--- config.mk ---
export PLATFORM = sky130hd
export DESIGN_NAME = denise_top
export DESIGN_NICKNAME = d
export VERILOG_FILES = /design/src/hdl/denise_pkg.sv /design/src/hdl/denise_top.sv /design/src/hdl/video_out.sv /design/src/hdl/display_window.sv /design/src/hdl/color_table.sv /design/src/hdl/bitplane_shifter.sv /design/src/hdl/denise_regs.sv
export SDC_FILE = /design/constraint.sdc
export NUM_CORES = 1
export LEC_CHECK = 0
export ABC_AREA = 0
export BUFFER_PORTS_ARGS = -buffer_cell sky130_fd_sc_hd__buf_2
export CAP_MARGIN = 20
export CORE_MARGIN = 1
export CORE_UTILIZATION = 25
export CTS_BUF_LIST = sky130_fd_sc_hd__clkbuf_4
export CTS_CLUSTER_DIAMETER = 40
export DETAILED_ROUTE_END_ITERATION = 10
export SLEW_MARGIN = 0
export SYNTH_ARGS = -nofsm -noshare
export SYNTH_HDL_FRONTEND = slang
export SYNTH_SLANG_ARGS = --single-unit
--- constraint.sdc ---
create_clock -name clk -period 2.45 [get_ports clk]
set_input_delay 0.49 -clock clk [delete_from_list [all_inputs] [get_ports clk]]
set_output_delay 0.49 -clock clk [all_outputs]
set_load 0.02 [all_outputs]
--- src/hdl/denise_pkg.sv ---
/*
  Shared definitions for the playfield video path.
  Register addresses are rga[8:1] values, so each one is the byte
  address shifted right by one. Modules take this package by a
  wildcard import in their header.
*/
package denise_pkg;

  // Bus and datapath widths
  localparam int RGA_W      = 8;
  localparam int DATA_W     = 16;
  localparam int RGB_W      = 12;
  localparam int COMP_W     = RGB_W / 3;
  localparam int CLUT_DEPTH = 32;
  localparam int IDX_W      = 6;
  localparam int HPOS_W     = 9;

  ////////////////////////////////////////////////////////////////////////////
  // Register map, as rga[8:1]
  ////////////////////////////////////////////////////////////////////////////

  localparam logic [RGA_W-1:0] ADDR_STRHOR   = 8'h1E;  // $03C
  localparam logic [RGA_W-1:0] ADDR_DENISEID = 8'h3E;  // $07C
  localparam logic [RGA_W-1:0] ADDR_DIWSTRT  = 8'h47;  // $08E
  localparam logic [RGA_W-1:0] ADDR_DIWSTOP  = 8'h48;  // $090
  localparam logic [RGA_W-1:0] ADDR_BPLCON0  = 8'h80;  // $100
  // BPLxDAT block, decoded on rga[8:4]
  localparam logic [RGA_W-1:0] ADDR_BPL1DAT  = 8'h88;  // $110
  // Color block, decoded on rga[8:6]
  localparam logic [RGA_W-1:0] ADDR_COLOR00  = 8'hC0;  // $180
  // Idle bus
  localparam logic [RGA_W-1:0] ADDR_NOP      = 8'hFF;  // $1FE

  // Chip-ID read value
  localparam logic [DATA_W-1:0] DENISE_ID = 16'hFFFC;

  ////////////////////////////////////////////////////////////////////////////
  // Data word views
  ////////////////////////////////////////////////////////////////////////////

  typedef union packed {
    logic [DATA_W-1:0] raw;
    struct packed {
      logic [3:0]        unused;
      logic [COMP_W-1:0] red;
      logic [COMP_W-1:0] green;
      logic [COMP_W-1:0] blue;
    } color;
    struct packed {
      logic       hires;
      logic [2:0] bpu;
      logic       homod;
      logic       dblpf;
      logic [9:0] unused;
    } bplcon0;
  } reg_word_u;

endpackage
--- src/hdl/denise_top.sv ---
/*
  Playfield video path top level.
  Register front end feeds the bitplane shifters, the color table and
  the window logic; the final stage registers the blanked RGB output.
  Pixels appear four clocks after the BPL1DAT write is latched.
*/
`timescale 1ns/1ns

module denise_top import denise_pkg::*; #(
  parameter int NUM_PLANES = 6
) (
  input  logic              clk,
  input  logic              arst_n,
  input  logic [RGA_W-1:0]  rga,
  input  logic [DATA_W-1:0] db_in,
  output logic [DATA_W-1:0] db_out,
  output logic              db_oen,
  output logic [COMP_W-1:0] red,
  output logic [COMP_W-1:0] green,
  output logic [COMP_W-1:0] blue,
  output logic              blank_n
);

  // Bus front end to the datapath
  logic              bpl_wr;
  logic [2:0]        bpl_sel;
  logic [DATA_W-1:0] bpl_data;
  logic [2:0]        bpu;
  logic              clut_wr;
  logic [4:0]        clut_addr;
  reg_word_u         clut_data;
  logic              hsync_clr;
  logic [HPOS_W-1:0] diw_start;
  logic [HPOS_W-1:0] diw_stop;

  // Pixel pipeline
  logic [IDX_W-1:0]  pix_idx;
  logic [RGB_W-1:0]  clut_rgb;
  logic              win_ena;

  denise_regs #(.NUM_PLANES(NUM_PLANES)) denise_regs_i (
    .clk, .arst_n, .rga, .db_in, .db_out, .db_oen,
    .bpl_wr, .bpl_sel, .bpl_data, .bpu,
    .clut_wr, .clut_addr, .clut_data,
    .hsync_clr, .diw_start, .diw_stop
  );

  bitplane_shifter #(.NUM_PLANES(NUM_PLANES)) bitplane_shifter_i (
    .clk, .arst_n, .bpl_wr, .bpl_sel, .bpl_data, .bpu, .pix_idx
  );

  // Low five index bits address the table
  color_table color_table_i (
    .clk, .arst_n, .clut_wr, .clut_addr, .clut_data,
    .rd_idx   (pix_idx[4:0]),
    .clut_rgb
  );

  display_window display_window_i (
    .clk, .arst_n, .hsync_clr, .diw_start, .diw_stop, .win_ena
  );

  // Plane 6 bit selects half brite, delayed inside
  video_out video_out_i (
    .clk, .arst_n, .clut_rgb,
    .ehb_sel (pix_idx[5]),
    .win_ena, .red, .green, .blue, .blank_n
  );

endmodule

--- src/hdl/video_out.sv ---
/*
  Final pixel stage.
  Delays index bit 5 to meet the color read, halves each component for
  extra-half-brite, and blanks outside the window. One output register
  feeds red, green, blue and blank_n.
*/
`timescale 1ns/1ns

module video_out import denise_pkg::*; (
  input  logic              clk,
  input  logic              arst_n,
  input  logic [RGB_W-1:0]  clut_rgb,
  input  logic              ehb_sel,
  input  logic              win_ena,
  output logic [COMP_W-1:0] red,
  output logic [COMP_W-1:0] green,
  output logic [COMP_W-1:0] blue,
  output logic              blank_n
);

  logic             ehb_q;
  logic [RGB_W-1:0] ehb_rgb;
  logic [RGB_W-1:0] rgb_q;

  // Half brightness, each component shifted right on its own
  assign ehb_rgb = {1'b0, clut_rgb[11:9], 1'b0, clut_rgb[7:5], 1'b0, clut_rgb[3:1]};

  always_ff @(posedge clk or negedge arst_n) begin
    if (!arst_n) begin
      ehb_q   <= 1'b0;
      rgb_q   <= '0;
      blank_n <= 1'b0;
    end else begin
      // Bit 5 lines up with the CLUT data
      ehb_q   <= ehb_sel;
      blank_n <= win_ena;
      if (!win_ena)
        rgb_q <= '0;
      else if (ehb_q)
        rgb_q <= ehb_rgb;
      else
        rgb_q <= clut_rgb;
    end
  end

  assign red   = rgb_q[11:8];
  assign green = rgb_q[7:4];
  assign blue  = rgb_q[3:0];

endmodule

--- src/hdl/display_window.sv ---
/*
  Horizontal beam counter and display window state.
  hpos counts every clock and wraps at 512; the STRHOR strobe clears it.
  win_ena opens when hpos hits diw_start and closes on diw_stop,
  one clock after the matching hpos value.
*/
`timescale 1ns/1ns

module display_window import denise_pkg::*; (
  input  logic              clk,
  input  logic              arst_n,
  input  logic              hsync_clr,
  input  logic [HPOS_W-1:0] diw_start,
  input  logic [HPOS_W-1:0] diw_stop,
  output logic              win_ena
);

  logic [HPOS_W-1:0] hpos_q;

  ////////////////////////////////////////////////////////////////////////////
  // Beam counter
  ////////////////////////////////////////////////////////////////////////////

  always_ff @(posedge clk or negedge arst_n) begin
    if (!arst_n) begin
      hpos_q <= '0;
    end else if (hsync_clr) begin
      hpos_q <= '0;
    end else begin
      // Natural wrap at 512
      hpos_q <= hpos_q + HPOS_W'(1);
    end
  end

  ////////////////////////////////////////////////////////////////////////////
  // Window state
  ////////////////////////////////////////////////////////////////////////////

  always_ff @(posedge clk or negedge arst_n) begin
    if (!arst_n) begin
      win_ena <= 1'b0;
    end else if (hpos_q == diw_start) begin
      // Start wins if both match
      win_ena <= 1'b1;
    end else if (hpos_q == diw_stop) begin
      win_ena <= 1'b0;
    end
  end

endmodule

--- src/hdl/color_table.sv ---
/*
  Color look-up table, 32 entries of 12-bit RGB.
  The bus side stores the color view of the written word. The pixel
  side reads one entry per clock, returned a cycle later on clut_rgb.
*/
`timescale 1ns/1ns

module color_table import denise_pkg::*; (
  input  logic             clk,
  input  logic             arst_n,
  input  logic             clut_wr,
  input  logic [4:0]       clut_addr,
  input  reg_word_u        clut_data,
  input  logic [4:0]       rd_idx,
  output logic [RGB_W-1:0] clut_rgb
);

  logic [RGB_W-1:0] mem [CLUT_DEPTH];

  // Write port from the bus
  always_ff @(posedge clk) begin
    if (clut_wr)
      mem[clut_addr] <= {clut_data.color.red, clut_data.color.green, clut_data.color.blue};
  end

  // Registered read port, one pixel per clock
  always_ff @(posedge clk or negedge arst_n) begin
    if (!arst_n) begin
      clut_rgb <= '0;
    end else begin
      clut_rgb <= mem[rd_idx];
    end
  end

  // Index comes from the shifters, which are cleared by reset
  a_idx_known : assert property (@(posedge clk) disable iff (!arst_n)
    !$isunknown(rd_idx));

endmodule

--- src/hdl/bitplane_shifter.sv ---
/*
  Bitplane holding registers and pixel shifters.
  BPLxDAT writes fill the holding registers. A BPL1DAT write arms a
  parallel load on the next edge, with planes at or above bpu cleared.
  Shifters then move left one pixel per clock; pix_idx is their top bits.
*/
`timescale 1ns/1ns

module bitplane_shifter import denise_pkg::*; #(
  parameter int NUM_PLANES = 6
) (
  input  logic              clk,
  input  logic              arst_n,
  input  logic              bpl_wr,
  input  logic [2:0]        bpl_sel,
  input  logic [DATA_W-1:0] bpl_data,
  input  logic [2:0]        bpu,
  output logic [IDX_W-1:0]  pix_idx
);

  logic [DATA_W-1:0] hold_q  [NUM_PLANES];
  logic [DATA_W-1:0] shift_q [NUM_PLANES];
  logic              load_q;

  // Holding registers, payload only
  always_ff @(posedge clk) begin
    for (int p = 0; p < NUM_PLANES; p++) begin
      if (bpl_wr && (bpl_sel == 3'(p)))
        hold_q[p] <= bpl_data;
    end
  end

  ////////////////////////////////////////////////////////////////////////////
  // Load pulse and shifters
  ////////////////////////////////////////////////////////////////////////////

  always_ff @(posedge clk or negedge arst_n) begin
    if (!arst_n) begin
      load_q <= 1'b0;
      for (int p = 0; p < NUM_PLANES; p++)
        shift_q[p] <= '0;
    end else begin
      // BPL1DAT is the last plane written, so it triggers the load
      load_q <= bpl_wr && (bpl_sel == 3'd0);
      for (int p = 0; p < NUM_PLANES; p++) begin
        if (load_q)
          shift_q[p] <= (3'(p) < bpu) ? hold_q[p] : '0;
        else
          shift_q[p] <= {shift_q[p][DATA_W-2:0], 1'b0};
      end
    end
  end

  // Bit p of the index is plane p; unbuilt planes read as zero
  always_comb begin
    pix_idx = '0;
    for (int p = 0; p < NUM_PLANES; p++)
      pix_idx[p] = shift_q[p][DATA_W-1];
  end

  // Register side clamps the plane count
  a_bpu_range : assert property (@(posedge clk) disable iff (!arst_n)
    bpu <= 3'(NUM_PLANES));

endmodule

--- src/hdl/denise_regs.sv ---
/*
  Register bus front end.
  Latches rga and db_in on every edge and decodes the latched address.
  Write strobes go out as one-cycle pulses along with the latched word;
  BPLCON0 plane count and the horizontal window are held here.
  A DENISEID read drives db_out with db_oen high for one cycle.
*/
`timescale 1ns/1ns

module denise_regs import denise_pkg::*; #(
  parameter int NUM_PLANES = 6
) (
  input  logic                clk,
  input  logic                arst_n,
  input  logic [RGA_W-1:0]    rga,
  input  logic [DATA_W-1:0]   db_in,
  output logic [DATA_W-1:0]   db_out,
  output logic                db_oen,
  output logic                bpl_wr,
  output logic [2:0]          bpl_sel,
  output logic [DATA_W-1:0]   bpl_data,
  output logic [2:0]          bpu,
  output logic                clut_wr,
  output logic [4:0]          clut_addr,
  output reg_word_u           clut_data,
  output logic                hsync_clr,
  output logic [HPOS_W-1:0]   diw_start,
  output logic [HPOS_W-1:0]   diw_stop
);

  logic [RGA_W-1:0] rga_q;
  reg_word_u        db_q;
  logic             rd_id;
  logic             wr_bplcon0;
  logic             wr_diwstrt;
  logic             wr_diwstop;
  logic [7:0]       diw_start_q;
  logic [7:0]       diw_stop_q;

  ////////////////////////////////////////////////////////////////////////////
  // Bus latch and decode
  ////////////////////////////////////////////////////////////////////////////

  always_ff @(posedge clk or negedge arst_n) begin
    if (!arst_n) begin
      rga_q <= '0;
    end else begin
      rga_q <= rga;
    end
  end

  // Data word, no reset
  always_ff @(posedge clk) begin
    db_q.raw <= db_in;
  end

  // Strobes from the latched address
  assign hsync_clr  = (rga_q == ADDR_STRHOR);
  assign rd_id      = (rga_q == ADDR_DENISEID);
  assign wr_diwstrt = (rga_q == ADDR_DIWSTRT);
  assign wr_diwstop = (rga_q == ADDR_DIWSTOP);
  assign wr_bplcon0 = (rga_q == ADDR_BPLCON0);
  assign bpl_wr     = (rga_q[7:3] == ADDR_BPL1DAT[7:3]);
  assign clut_wr    = (rga_q[7:5] == ADDR_COLOR00[7:5]);

  // Register select and payload
  assign bpl_sel   = rga_q[2:0];
  assign bpl_data  = db_q.raw;
  assign clut_addr = rga_q[4:0];
  assign clut_data = db_q;

  ////////////////////////////////////////////////////////////////////////////
  // Control registers and ID read
  ////////////////////////////////////////////////////////////////////////////

  always_ff @(posedge clk or negedge arst_n) begin
    if (!arst_n) begin
      bpu         <= '0;
      diw_start_q <= '0;
      diw_stop_q  <= '0;
      db_out      <= '0;
      db_oen      <= 1'b0;
    end else begin
      // Plane count limited to the planes built
      if (wr_bplcon0) begin
        if (db_q.bplcon0.bpu > 3'(NUM_PLANES))
          bpu <= 3'(NUM_PLANES);
        else
          bpu <= db_q.bplcon0.bpu;
      end
      if (wr_diwstrt)
        diw_start_q <= db_q.raw[7:0];
      if (wr_diwstop)
        diw_stop_q <= db_q.raw[7:0];
      // db_out keeps its last value between reads
      if (rd_id)
        db_out <= DENISE_ID;
      db_oen <= rd_id;
    end
  end

  // Start sits in the left half of the line, stop in the right half
  assign diw_start = {1'b0, diw_start_q};
  assign diw_stop  = {1'b1, diw_stop_q};

  // Bus never holds the read address two cycles running
  a_oen_single : assert property (@(posedge clk) disable iff (!arst_n)
    db_oen |=> !db_oen);

endmodule

==> impl_metrics.ini <==
[outcome]
outcome = complete, no violations

[yosys]
synth_common_cells = edfxtp_1, mux2i_1, dfrtp_1
synthTopCellsByArea = edfxtp_1, dfrtp_1, mux2i_1
synth-seq-cells = 658
synth-seq-area-share_pct = 75.9
syn_area_um2 = 24800
synth.distinct_cells = 53
synth-edff-count = 480
synth-main-ff-cell = edfxtp_1
yosysMostFrequentCell = edfxtp_1
yosys.area.top_type_share_pct = 58.2
synth_area_per_cell_um2 = 15.8
synthCells = 1568
yosysWarnings = 0
yosysTopAreaCell = edfxtp_1
async_flop_share_pct = 24.6

[setup_path]
cp_slowest_cell = and2_1
start_kind = flop
worstPathCellList = and2_1 > buf_12 > a22o_1 > nor3_1 > a31oi_1 > nand3_1
cp-end-kind = flop
worstPathRequired_ns = 3.26
crit_type = reg -> reg
reg2reg_depth = 6
cp_num_buf_inv = 1
cp_max_fo = 38
cp_num_cells = 6
slowest_delay_ns = 0.65
arrival_ns = 3.07
cp_top_family = simple AND/OR/NAND/NOR gates

[sta]
relSlewSlack_pct = 39.4
hold_viol_final = 0
setup_viol = 0
finalMaxSlewViolations = 0
worstMarginPinSlew_ns = 0.899
fin_crit_ns = 2.26
grt_setup_unrepaired = no
tns_ns = 0
fin_crit_sh_pct = 92.2
skew_ns = 0.0541
max_freq_ghz = 0.443

[global_routing]
antenna_found_initial = 2
overflow = 0
grt_pass1_wl_mm = 85.9
grt_pass1_vias = 14427
track_usage_pct = 11.4
grt_max_degree = 58

[job]
maxCapViolations = 0

[cts]
root_buffer = clkbuf_4
clk_latency_ns = 0.97
cts_inserted_buffers = 158
cts_resized = 0
h-tree-depth = 4
cts_sinks = 658
cts_tree = done
path_clk_slew_ns = 0.06
cts_buffer_depth = 3
postCtsSetupBuffers = 0

[layout]
drive_above_1_share_pct = 22.1
fin_cells = 3218
nets = 1826
area_delta_synth_final_pct = 18.2

[routing]
wl_per_cell_um = 17.5
dr.pass1.iters = 5
drc = 0
vias = 13740
vias_per_cell = 4.27
drt_iter0_markers = 1041
ant_nets = 0
wirelength_mm = 56.3

[floorplanning]
ios = 56
die_y_um = 317
coreArea_um2 = 98300
die_w_um = 317
start_util_pct = 25.2
die_area_um2 = 100000
placementRows = 115

[pwr]
powerDensity_nw_per_um2 = 764
ir_worst_vdd_mv = 0.439
total_leakage_power_nw = 10.0

[placed_design]
placed_cells = 2900
dp_hpwl_mm = 33.1
gp_congestion = 0.780
io_buffers = 53

[worst_hold_path]
hp-class = in -> async
[through the flow]
stage | area [µm²] | setup slack, ns | hold WS, ns | util (%) | power, W
after floorplan | 24800 | 0.284 | 0.194 | - | 0.0130
after global placement | 26800 | 0.196 | 0.362 | 27.3 | 0.0133
after detailed placement | 26800 | 0.193 | 0.354 | 27.3 | 0.0133
after CTS | 29300 | 0.115 | 0.0176 | 29.8 | 0.0226
after global routing | 29300 | 0.0212 | 0.0378 | 29.8 | 0.0233
final | 29300 | 0.190 | 0.118 | 29.8 | 0.0224
[area by class of cell]
cell class | count | area, µm²
Clock inverter | 55 | 382
Multi-Input combinational cell | 732 | 5100
Antenna cell | 3 | 7.51
Sequential cell | 658 | 18800
Timing Repair Buffer | 159 | 1270
Fill cell | 9774 | 69000
Inverter | 90 | 338
Tap cell | 1287 | 1610
Clock buffer | 234 | 1760
[flip-flops by register name, indices dropped and copies added, names as in the netlist]
register / flops
bitplane_shifter_i.hold_q: 96
bitplane_shifter_i.load_q: 1
bitplane_shifter_i.pix_idx: 6
bitplane_shifter_i.shift_q: 90
color_table_i.clut_rgb: 12
color_table_i.mem: 384
denise_regs_i.bpl_data: 16
denise_regs_i.bpu: 3
denise_regs_i.db_oen: 1
denise_regs_i.db_out: 1
denise_regs_i.diw_start_q: 8
denise_regs_i.diw_stop_q: 8
denise_regs_i.rga_q: 8
display_window_i.hpos_q: 9
display_window_i.win_ena: 1
video_out_i.blank_n: 1
video_out_i.ehb_q: 1
video_out_i.rgb_q: 12
[layer usage]
layer | part of all wire [%] | track usage, % | wire length (µm) | vias to the layer above
met1 | 43 | 14.3 | 24300 | 6950
met3 | 5.4 | 3.18 | 3040 | 110
li1 | - | - | - | 6291
met5 | 0 | 0 | 0 | -
met2 | 49 | 18.9 | 27500 | 389
met4 | 2.6 | 4.05 | 1460 | 0
[repair_timing]
action | 4_1_cts | 5_1_grt
endpoints found under the hold margin | 186 | 0
setup endpoints to repair | 0 | 0
hold buffers | 26 | 0
[worst register-to-register path: cells and delay by family (launching register included)]
family / cells / cell delay [ns]
flip-flops: 1 / 0.47
AND/OR/NAND/NOR: 3 / 0.84
buffers and inverters: 1 / 0.31
AO/OA/AOI/OAI: 2 / 0.49
[final timing paths]
kind	to	slack, ns	start
worst max-delay path	color_table_i.clut_rgb[9]$_DFF_PN0_	0.19	bitplane_shifter_i.pix_idx[2]$_DFF_PN0_
worst min-delay path	bitplane_shifter_i.shift_q[60]$_DFF_PN0_	0.12	arst_n
worst max register to register	color_table_i.clut_rgb[9]$_DFF_PN0_	0.19	bitplane_shifter_i.pix_idx[2]$_DFF_PN0_
worst min register to register	video_out_i.ehb_q$_DFF_PN0_	0.36	bitplane_shifter_i.pix_idx[5]$_DFF_PN0_
max in group asynchronous	video_out_i.rgb_q[3]$_DFF_PN0_	2.00	arst_n
min in group clk	denise_regs_i.bpl_data[12]$_DFF_P_	0.17	db_in[12]
[kinds of logic (layout without fill, tap and decap cells)]
| family | count (synthesis) | count (layout) | share of synthesized area (%) |
|---|---|---|---|
| and+or+nand+nor | 282 | 282 | 5.48 |
| adders and majority gates | 1 | 1 | 0.0505 |
| buffers and inverters | 179 | 538 | 3.66 |
| xor gates and xnor gates | 23 | 23 | 0.813 |
| other | 1 | 5 | 0.0151 |
| DFF | 658 | 658 | 75.9 |
| AOI/OAI and AO/OA | 205 | 205 | 5.13 |
| muxes | 219 | 219 | 8.97 |
[where the power goes]
part	internal, W	switching, W	leakage, nW
combinational	0.000310	0.000451	2.18
sequential	0.0121	0.000205	6.60
clock	0.00502	0.00426	1.25
total	0.0174	0.00492	10.0
[placed cells by master, fill, tap and decap left out, types with 3 or more instances in the layout]
master and count:
edfxtp_1 480, clkbuf_4 234, mux2i_1 201, dfrtp_1 160
nand2_1 124, inv_1 90, o21ai_0 88, buf_4 70
buf_2 52, a22oi_1 48, nor2_1 46, clkinv_1 43
nand3_1 30, dlygate4sd3_1 25, a21oi_1 24, a22o_1 24
mux2_2 16, nand4_1 14, nor3_1 12, a31oi_1 12
nor2b_1 12, xor2_1 12, xnor2_1 11, and2_1 10
buf_12 10, dfxtp_2 8, dfxtp_1 8, bufinv_16 6
nand2b_1 5, diode_2 3, nand3b_1 3, o21a_1 3
o21ai_1 3, clkinv_2 3
Note: power is estimated with default switching activity, not from simulation.
